### src/approx_mul_cfg.svh
`ifndef APPROX_MUL_CFG_SVH
`define APPROX_MUL_CFG_SVH

// operand and nibble widths
`define APPROX_MUL_OPW  8
`define APPROX_MUL_NIBW 4

// approximate low bits of the two top-level adders
// middle adder sums the cross products exactly
`define APPROX_MUL_TOP_MID_K 0
`define APPROX_MUL_TOP_FIN_K 3

`endif

### src/approx_mul_pkg.sv
`include "approx_mul_cfg.svh"

package approx_mul_pkg;

    // full operand
    typedef logic [`APPROX_MUL_OPW-1:0] operand_t;

    // one half of an operand
    typedef logic [`APPROX_MUL_NIBW-1:0] nibble_t;

    // product of two nibbles
    typedef logic [2*`APPROX_MUL_NIBW-1:0] pprod_t;

    // full product of two operands
    typedef logic [2*`APPROX_MUL_OPW-1:0] product_t;

endpackage

### src/pp_if.sv
`timescale 1ns/1ps

interface pp_if;
    import approx_mul_pkg::*;

    logic   valid;
    // partial products named by operand half, a first
    pprod_t pp_hh;
    pprod_t pp_hl;
    pprod_t pp_lh;
    pprod_t pp_ll;

    modport src (
        output valid,
        output pp_hh,
        output pp_hl,
        output pp_lh,
        output pp_ll
    );

    modport dst (
        input valid,
        input pp_hh,
        input pp_hl,
        input pp_lh,
        input pp_ll
    );

endinterface

### src/lower_or_adder.sv
`timescale 1ns/1ps

module lower_or_adder #(
    parameter int WIDTH       = 8,
    parameter int APPROX_BITS = 0
) (
    input  logic [WIDTH-1:0] x,
    input  logic [WIDTH-1:0] y,
    output logic [WIDTH:0]   sum
);

    generate
        if (APPROX_BITS == 0) begin : g_exact
            assign sum = {1'b0, x} + {1'b0, y};
        end else begin : g_approx
            // low part is OR only, so no carry reaches the upper part
            assign sum[APPROX_BITS-1:0] = x[APPROX_BITS-1:0] | y[APPROX_BITS-1:0];

            // upper part and carry out stay exact
            assign sum[WIDTH:APPROX_BITS] = {1'b0, x[WIDTH-1:APPROX_BITS]}
                                          + {1'b0, y[WIDTH-1:APPROX_BITS]};
        end
    endgenerate

endmodule

### src/split_mul_4x4.sv
`timescale 1ns/1ps
`include "approx_mul_cfg.svh"

module split_mul_4x4 #(
    parameter int HIGH_BITS = 1
) (
    input  approx_mul_pkg::nibble_t a,
    input  approx_mul_pkg::nibble_t b,
    output approx_mul_pkg::pprod_t  p
);
    import approx_mul_pkg::*;

    localparam int LOW_BITS = `APPROX_MUL_NIBW - HIGH_BITS;

    // a 1x1 product fits in one bit and a 2x2 product needs four
    localparam int HH_W  = (HIGH_BITS == 1) ? 1 : 2 * HIGH_BITS;
    localparam int LL_W  = 2 * LOW_BITS;
    localparam int MID_W = (HIGH_BITS == 1) ? LOW_BITS : HIGH_BITS + LOW_BITS;
    localparam int FIN_W = HH_W + LOW_BITS;
    localparam int FIN_K = (HIGH_BITS == 1) ? 0 : 1;

    logic [HIGH_BITS-1:0] ah;
    logic [HIGH_BITS-1:0] bh;
    logic [LOW_BITS-1:0]  al;
    logic [LOW_BITS-1:0]  bl;

    logic [HH_W-1:0]  hh;
    logic [MID_W-1:0] hl;
    logic [MID_W-1:0] lh;
    logic [LL_W-1:0]  ll;

    logic [MID_W:0]   mid_sum;
    logic [FIN_W-1:0] fin_x;
    logic [FIN_W-1:0] fin_y;
    logic [FIN_W:0]   fin_sum;

    assign ah = a[`APPROX_MUL_NIBW-1 -: HIGH_BITS];
    assign bh = b[`APPROX_MUL_NIBW-1 -: HIGH_BITS];
    assign al = a[LOW_BITS-1:0];
    assign bl = b[LOW_BITS-1:0];

    // small exact products
    assign hh = HH_W'(ah) * HH_W'(bh);
    assign hl = MID_W'(ah) * MID_W'(bl);
    assign lh = MID_W'(al) * MID_W'(bh);
    assign ll = LL_W'(al) * LL_W'(bl);

    lower_or_adder #(.WIDTH(MID_W), .APPROX_BITS(0)) mid_adder_inst (
        .x   (hl),
        .y   (lh),
        .sum (mid_sum)
    );

    assign fin_x = {hh, ll[LL_W-1:LOW_BITS]};
    assign fin_y = FIN_W'(mid_sum);

    lower_or_adder #(.WIDTH(FIN_W), .APPROX_BITS(FIN_K)) fin_adder_inst (
        .x   (fin_x),
        .y   (fin_y),
        .sum (fin_sum)
    );

    // bits above the nibble product width are dropped
    assign p = {fin_sum[2*`APPROX_MUL_NIBW-LOW_BITS-1:0], ll[LOW_BITS-1:0]};

endmodule

### src/pp_stage.sv
`timescale 1ns/1ps
`include "approx_mul_cfg.svh"

module pp_stage (
    input  logic                     clk,
    input  logic                     rst_n,
    input  logic                     in_valid,
    input  approx_mul_pkg::operand_t a,
    input  approx_mul_pkg::operand_t b,
    pp_if.src                        pp
);
    import approx_mul_pkg::*;

    localparam int NIBW = `APPROX_MUL_NIBW;

    nibble_t a_hi;
    nibble_t a_lo;
    nibble_t b_hi;
    nibble_t b_lo;

    pprod_t hh;
    pprod_t hl;
    pprod_t lh;
    pprod_t ll;

    assign a_hi = a[`APPROX_MUL_OPW-1 -: NIBW];
    assign a_lo = a[NIBW-1:0];
    assign b_hi = b[`APPROX_MUL_OPW-1 -: NIBW];
    assign b_lo = b[NIBW-1:0];

    // high by high with a 1/3 split
    split_mul_4x4 #(.HIGH_BITS(1)) hh_mul_inst (
        .a (a_hi),
        .b (b_hi),
        .p (hh)
    );

    // low a by high b with a 2/2 split
    split_mul_4x4 #(.HIGH_BITS(2)) lh_mul_inst (
        .a (a_lo),
        .b (b_hi),
        .p (lh)
    );

    assign hl = pprod_t'(a_hi) * pprod_t'(b_lo);
    assign ll = pprod_t'(a_lo) * pprod_t'(b_lo);

    always_ff @(posedge clk) begin
        if (!rst_n) begin
            pp.valid <= 1'b0;
        end else begin
            pp.valid <= in_valid;
        end
    end

    // loaded every cycle and only meaningful while valid is high
    always_ff @(posedge clk) begin
        pp.pp_hh <= hh;
        pp.pp_hl <= hl;
        pp.pp_lh <= lh;
        pp.pp_ll <= ll;
    end

endmodule

### src/sum_stage.sv
`timescale 1ns/1ps
`include "approx_mul_cfg.svh"

module sum_stage (
    input  logic                     clk,
    input  logic                     rst_n,
    pp_if.dst                        pp,
    output logic                     out_valid,
    output approx_mul_pkg::product_t p
);
    import approx_mul_pkg::*;

    localparam int NIBW  = `APPROX_MUL_NIBW;
    localparam int MID_W = 2 * NIBW;
    localparam int FIN_W = `APPROX_MUL_OPW + NIBW;

    logic [MID_W:0]   mid_sum;
    logic [FIN_W-1:0] fin_x;
    logic [FIN_W-1:0] fin_y;
    logic [FIN_W:0]   fin_sum;
    product_t         p_next;

    // cross products
    lower_or_adder #(
        .WIDTH       (MID_W),
        .APPROX_BITS (`APPROX_MUL_TOP_MID_K)
    ) mid_adder_inst (
        .x   (pp.pp_hl),
        .y   (pp.pp_lh),
        .sum (mid_sum)
    );

    assign fin_x = {pp.pp_hh, pp.pp_ll[MID_W-1:NIBW]};
    assign fin_y = FIN_W'(mid_sum);

    lower_or_adder #(
        .WIDTH       (FIN_W),
        .APPROX_BITS (`APPROX_MUL_TOP_FIN_K)
    ) fin_adder_inst (
        .x   (fin_x),
        .y   (fin_y),
        .sum (fin_sum)
    );

    // carry out of the final adder is dropped
    assign p_next = {fin_sum[FIN_W-1:0], pp.pp_ll[NIBW-1:0]};

    always_ff @(posedge clk) begin
        if (!rst_n) begin
            out_valid <= 1'b0;
            p         <= '0;
        end else begin
            out_valid <= pp.valid;
            if (pp.valid) begin
                p <= p_next;
            end
        end
    end

endmodule

### src/approx_mul_top.sv
`timescale 1ns/1ps

module approx_mul_top (
    input  logic                     clk,
    input  logic                     rst_n,
    input  logic                     in_valid,
    input  approx_mul_pkg::operand_t a,
    input  approx_mul_pkg::operand_t b,
    output logic                     out_valid,
    output approx_mul_pkg::product_t p
);

    // registered partial products between the stages
    pp_if pp_if_inst ();

    pp_stage pp_stage_inst (
        .clk      (clk),
        .rst_n    (rst_n),
        .in_valid (in_valid),
        .a        (a),
        .b        (b),
        .pp       (pp_if_inst.src)
    );

    sum_stage sum_stage_inst (
        .clk       (clk),
        .rst_n     (rst_n),
        .pp        (pp_if_inst.dst),
        .out_valid (out_valid),
        .p         (p)
    );

endmodule

### config.mk
export PLATFORM = sky130hd
export DESIGN_NAME = approx_mul_top
export DESIGN_NICKNAME = d
export VERILOG_FILES = /design/src/approx_mul_pkg.sv /design/src/pp_if.sv /design/src/lower_or_adder.sv /design/src/split_mul_4x4.sv /design/src/pp_stage.sv /design/src/sum_stage.sv /design/src/approx_mul_top.sv
export VERILOG_INCLUDE_DIRS = /design/src /design/src/src
export SDC_FILE = /design/constraint.sdc
export NUM_CORES = 1
export LEC_CHECK = 0
export CELL_PAD_IN_SITES_DETAIL_PLACEMENT = 0
export CELL_PAD_IN_SITES_GLOBAL_PLACEMENT = 1
export CORE_UTILIZATION = 54
export DETAILED_ROUTE_END_ITERATION = 8
export DONT_BUFFER_PORTS = 1
export PLACE_DENSITY_LB_ADDON = 0.12
export SLEW_MARGIN = 20
export SYNTH_ARGS = -nofsm -noshare
export SYNTH_HDL_FRONTEND = slang
export SYNTH_SLANG_ARGS = --single-unit
### constraint.sdc
create_clock -name clk -period 8 [get_ports clk]
set_input_delay 0.8 -clock clk [delete_from_list [all_inputs] [get_ports clk]]
set_output_delay 0.8 -clock clk [all_outputs]
set_load 0.02 [all_outputs]
Word level (Yosys, flattened, before mapping)
Cells that the tools add are included.
{"block": "totals", "ff_bits": 50, "input_bits": 19, "output_inout_bits": 17, "wordCells": 25}
{"block": "classes", "n_addsub": 6, "mul": 10, "n_bitwise": 2}
{"operator": "multiplier 2 x 2 -> 4 bit", "n": 4}
{"operator": "multiplier 4 x 4 -> 8 bit", "n": 2}
{"operator": "adder 4 x 4 -> 5 bit", "n": 2}
{"operator": "adder 8 x 8 -> 9 bit", "n": 1}
{"operator": "adder 9 x 6 -> 9 bit", "n": 1}
{"operator": "multiplier 3 x 3 -> 6 bit", "n": 1}
{"operator": "adder 5 x 4 -> 5 bit", "n": 1}
{"operator": "adder 3 x 3 -> 4 bit", "n": 1}
{"operator": "multiplier 1 x 3 -> 3 bit", "n": 1}
{"operator": "multiplier 3 x 1 -> 3 bit", "n": 1}
{"operator": "OR 3 bit", "n": 1}
{"operator": "multiplier 1 x 1 -> 1 bit", "n": 1}
{"operator": "OR 1 bit", "n": 1}

Longest topological paths before layout
{"block": "depth", "depth_word": 3, "ltp_mapped": 13, "depth_no_buf": 13}

Modules after synthesis
A second synthesis with hierarchy kept.
{"block": "unflattened", "hier_cells": 404, "hier_area_um2": 3912.5}
{"mod": "pp_stage", "n_inst": 1, "cells_per_inst": 140, "area_per_inst_um2": 1554.0, "seq_area_each_um2": 660.6}
{"mod": "sum_stage", "n_inst": 1, "cells_per_inst": 54, "area_per_inst_um2": 646.9, "seq_area_each_um2": 340.3}
{"mod": "lower_or_adder at sum_stage_inst.fin_adder_inst", "n_inst": 1, "cells_per_inst": 45, "area_per_inst_um2": 372.9, "seq_area_each_um2": 0.0}
{"mod": "lower_or_adder at sum_stage_inst.mid_adder_inst", "n_inst": 1, "cells_per_inst": 42, "area_per_inst_um2": 324.1, "seq_area_each_um2": 0.0}
{"mod": "lower_or_adder at pp_stage_inst.hh_mul_inst.fin_adder_inst ...", "n_inst": 2, "cells_per_inst": 16, "area_per_inst_um2": 136.4, "seq_area_each_um2": 0.0}
{"mod": "split_mul_4x4 at pp_stage_inst.hh_mul_inst", "n_inst": 1, "cells_per_inst": 34, "area_per_inst_um2": 262.8, "seq_area_each_um2": 0.0}
{"mod": "split_mul_4x4 at pp_stage_inst.lh_mul_inst", "n_inst": 1, "cells_per_inst": 27, "area_per_inst_um2": 219.0, "seq_area_each_um2": 0.0}
{"mod": "lower_or_adder at pp_stage_inst.lh_mul_inst.fin_adder_inst", "n_inst": 1, "cells_per_inst": 18, "area_per_inst_um2": 165.2, "seq_area_each_um2": 0.0}
{"mod": "lower_or_adder at pp_stage_inst.hh_mul_inst.mid_adder_inst", "n_inst": 1, "cells_per_inst": 12, "area_per_inst_um2": 95.1, "seq_area_each_um2": 0.0}

Worst setup path before layout
OpenSTA, ideal clock, no wires.
{"block": "synth_timing", "kind": "input -> register", "startpoint": "input port b[6]", "endpoint": "register pp_stage_inst.pp.pp_hh[6]", "setup_time_ns": 0.118, "arrival_ns": 3.370, "required_time_ns": 7.882, "slack_ns": 4.512, "cell_stages": 10, "n_path_buf": 0, "path_cell_list": "and2_1 fa_1 ha_1 fa_1 xor2_1 fa_1 ha_1 inv_1 fa_1 xnor2_1"}
{"block": "synth_between", "elab_chain_cells": 3, "word_cells_on_any_way": 4, "cone_classes": "add/sub (2); mul (2)"}
{"item": "from (decl)", "line": "approx_mul_top.sv:8", "text": "input approx_mul_pkg::operand_t b,"}
{"item": "multiplier 1 x 3 -> 3 bit", "line": "split_mul_4x4.sv:44", "text": "assign hl = MID_W'(ah) * MID_W'(bl);"}
{"item": "adder 3 x 3 -> 4 bit", "line": "lower_or_adder.sv:14", "text": "assign sum = {1'b0, x} + {1'b0, y};"}
{"item": "adder 4 x 4 -> 5 bit (*)", "line": "lower_or_adder.sv:14"}
{"item": "net pp_stage_inst.hh[6]", "line": "pp_stage.sv:21", "text": "pprod_t hh;"}
{"item": "to (signal assigned)", "line": "pp_stage.sv:58", "text": "pp.pp_hh <= hh;"}
{"item": "to (decl)", "line": "pp_if.sv:15", "text": "output pp_hh,"}
Mark *: on every way through the listed nets, which the timed path passes. The rest lies on a longest branch.
A chain may end at the register's enable or synchronous reset.

Worst setup path in the final report
Ends and elaborated chain as after synthesis.

==> metrics.yaml <==
drt:
  ant_nets: 0
  firstDrtPassIters: 4
  drc: 0
  viasPerCell: 5.24
  first_iter_violations: 55
  wire_per_inst_um: 14.3
  vias: 2309
  wirelength_mm: 6.32
synth:
  synth_cells: 360
  syn_area_um2: 3530
  ys_types: 33
  synth_nets: 460
  synth_edf_count: 0
  ys_async_sr_fraction: 0
  syn_avg_cell_area_um2: 9.79
  synth_ff_type: "dfxtp_1"
  ys_ff_latch: 50
  synth_warnings: 0
  seq_area_frac_synth: 0.284
die:
  die_h_um: 82.8
  fp.coreArea_um2: 6310
  io_pins: 36
  initial_core_util: 0.558
  dieArea_um2: 6860
  die_w_um: 82.8
  rows: 29
sta:
  finalCriticalPeriod_ns: 3.24
  setup_viol: 0
  report.final.slew_viol_count: 0
  grt_setup_unrepaired: "no"
  slew_headroom: 0.503
  skew_ns: 0.00891
  min_period_over_period: 0.405
  max_clock_freq_ghz: 0.308
  setup_tns_ns: 0
  worst_hold_slack_ns: 0.498
  worstMarginPinSlew_ns: 0.745
  hold_viol_final: 0
placement:
  hpwl_mm: 5.12
  port_buffers: 0
  placed_cell_area_um2: 3610
  gp_congestion: 0.906
clock_tree:
  h-tree-depth: 2
  postCtsSetupBuffers: 0
  numCtsBuffers: 5
  post_cts_resized: 0
  cts_root_buf: "clkbuf_8"
  tritoncts: "done"
  path_clk_slew_ns: 0.10
  cts_hold_buffers: 0
  clk_latency_ns: 0.31
  cts_buffer_depth: 2
  cts_sinks: 50
global_routing:
  grt_remaining_overflow: 0
  grt_max_degree: 22
  first_global_vias: 2439
  antenna_found_initial: 0
  track_usage: 0.200
  grt_pass1_wl_mm: 11.0
setup_path:
  critical_path_class: "in2reg"
  worst_ep_arrival_time_ns: 3.44
  critPathBufInv: 1
  critPathMaxStageDelay_ns: 0.51
  slowest_stage: "fa_1"
  cp-start-kind: "primary input"
  r2r-end: "sum_stage_inst.p[15]"
  r2r_slack_ns: 5.04
  crit_chain: "and2_1 -> fa_1 -> ha_1 -> fa_1 -> xor2_1 -> fa_1 -> ha_1 -> inv_1 -> fa_1 -> xnor2_1"
  required_ns: 8.20
  crit_fanout: 8
  end_kind: "flip-flop"
  crit_family: "adder cells"
  r2r_cells: 13
  worstReg2RegStart: "pp_stage_inst.pp.pp_hl[0]"
  crit_path_frequent_cell: "fa_1"
  worstSetupStartpoint: "b[6]"
finish:
  drive_gt1_frac: 0.0385
  diodes: 0
  fill_cells: 598
  fin_area_um2: 3730
  area_growth_pct: 5.71
  nNetsFinal: 463
hold_path:
  hold_class: "reg2reg"
  whs_path_depth: 2
  hold_end: "sum_stage_inst.p[4]"
  min_from: "pp_stage_inst.pp.pp_ll[4]"
power:
  ir_worst_vdd_mv: 0.152
  leakagePower_nw: 1.88
  powerDensity_nw_per_um2: 235
run:
  maxCapViolCount: 0
outcome:
  outcome: "finished, final reports clean"
registers in the layout, summed over array words and instances, names as in the netlist:
signal and flops:
pp_stage_inst.pp.pp_ll 8, sum_stage_inst.p 16, sum_stage_inst.out_valid 1, pp_stage_inst.pp.pp_lh 8, pp_stage_inst.pp.valid 1, pp_stage_inst.pp.pp_hl 8, pp_stage_inst.pp.pp_hh 8
cell usage after synthesis, types with 3 or more instances:
master	n	area share
nor3_1	3	0.0043
a21oi_1	22	0.031
clkbuf_1	3	0.0032
xnor2_1	16	0.040
o21bai_1	5	0.011
ha_1	61	0.22
nor2_1	8	0.0085
or2_2	3	0.0053
mux2i_1	5	0.014
xor2_1	8	0.020
o21ai_0	10	0.014
inv_1	33	0.035
and2_1	52	0.092
dfxtp_1	50	0.28
nand2_1	17	0.018
a31oi_1	3	0.0053
nor2b_1	9	0.016
fa_1	20	0.11
a21o_1	12	0.026
layout make-up:
type	count	area (µm²)	share of cell area
sequential	50	1000	0.269
inverter	33	124	0.0332
tap	77	96.3	0.0258
multi-input combinational	273	2380	0.640
clock inverter	2	38.8	0.0104
clock buffer	6	82.6	0.0222
how the worst max path moves through the flow:
stage / endpoint / slack, ns / cells past startpoint
after floorplan: pp_stage_inst.pp.pp_hh[6] / 4.51 / 10
after global placement: pp_stage_inst.pp.pp_hh[5] / 4.46 / 10
after detailed placement: pp_stage_inst.pp.pp_hh[6] / 4.39 / 10
after CTS: pp_stage_inst.pp.pp_hh[6] / 4.75 / 10
after global routing: pp_stage_inst.pp.pp_hh[6] / 4.65 / 10
final: pp_stage_inst.pp.pp_hh[6] / 4.76 / 10
cell usage in the layout, fill, tap and decap left out, drive strengths merged, types with 2 or more instances in the layout:
cell    synthesis  final
ha             61     61
and2           52     52
dfxtp          50     50
inv            33     34
a21oi          23     23
fa             20     20
nand2          17     17
xnor2          16     16
a21o           12     12
o21ai          12     12
nor2b          10     10
xor2            8      8
nor2            8      8
clkbuf          3      6
o21bai          5      5
mux2i           5      5
nor3            3      3
or2             3      3
a31oi           3      3
o211ai          3      3
nand4           2      2
a211oi          2      2
o21a            2      2
nand3           2      2
worst register-to-register path, stage by stage, from the launching register on:
cell and delay (ns):
dfxtp_1 0.32, ha_1 0.22, fa_1 0.42, a21o_1 0.19
a21oi_2 0.19, o21bai_1 0.09, a21oi_1 0.17, xnor2_1 0.14
ha_1 0.30, o21a_1 0.19, o31a_1 0.15, o211ai_2 0.19
xor2_1 0.18, a21oi_1 0.08
power by group:
| group | internal [mW] | switching (mW) | total, mW |
|---|---|---|---|
| clock | 0.103 | 0.0881 | 0.191 |
| combinational | 0.168 | 0.186 | 0.354 |
| sequential | 0.294 | 0.0377 | 0.332 |
kinds of logic after synthesis:
family                     count (synthesis)  share of synthesized area
and+or+nand+nor                           99                      0.159
AOI/OAI and AO/OA                         64                      0.114
xor gates and xnor gates                  24                     0.0596
adders and majority gates                 81                      0.330
buffers and inverters                     37                     0.0397
DFF                                       50                      0.284
muxes                                      5                     0.0142
routing by layer:
| layer | vias up | GRT usage | share of wire |
|---|---|---|---|
| met5 | - | 0 | 0 |
| met4 | 0 | 0.0674 | 0.021 |
| met3 | 9 | 0.0437 | 0.033 |
| met2 | 33 | 0.346 | 0.48 |
| met1 | 1058 | 0.245 | 0.47 |
| li1 | 1209 | - | - |
metrics by stage:
stage,utilization,setup WS (ns),power (mW),std cells
after floorplan,-,4.51,0.622,360
after global placement,0.571,4.46,0.691,433
after detailed placement,0.571,4.39,0.695,433
after CTS,0.590,4.75,0.886,441
after global routing,0.590,4.65,0.949,441
final,0.590,4.76,0.877,441
(Power assumes the default switching activity.)
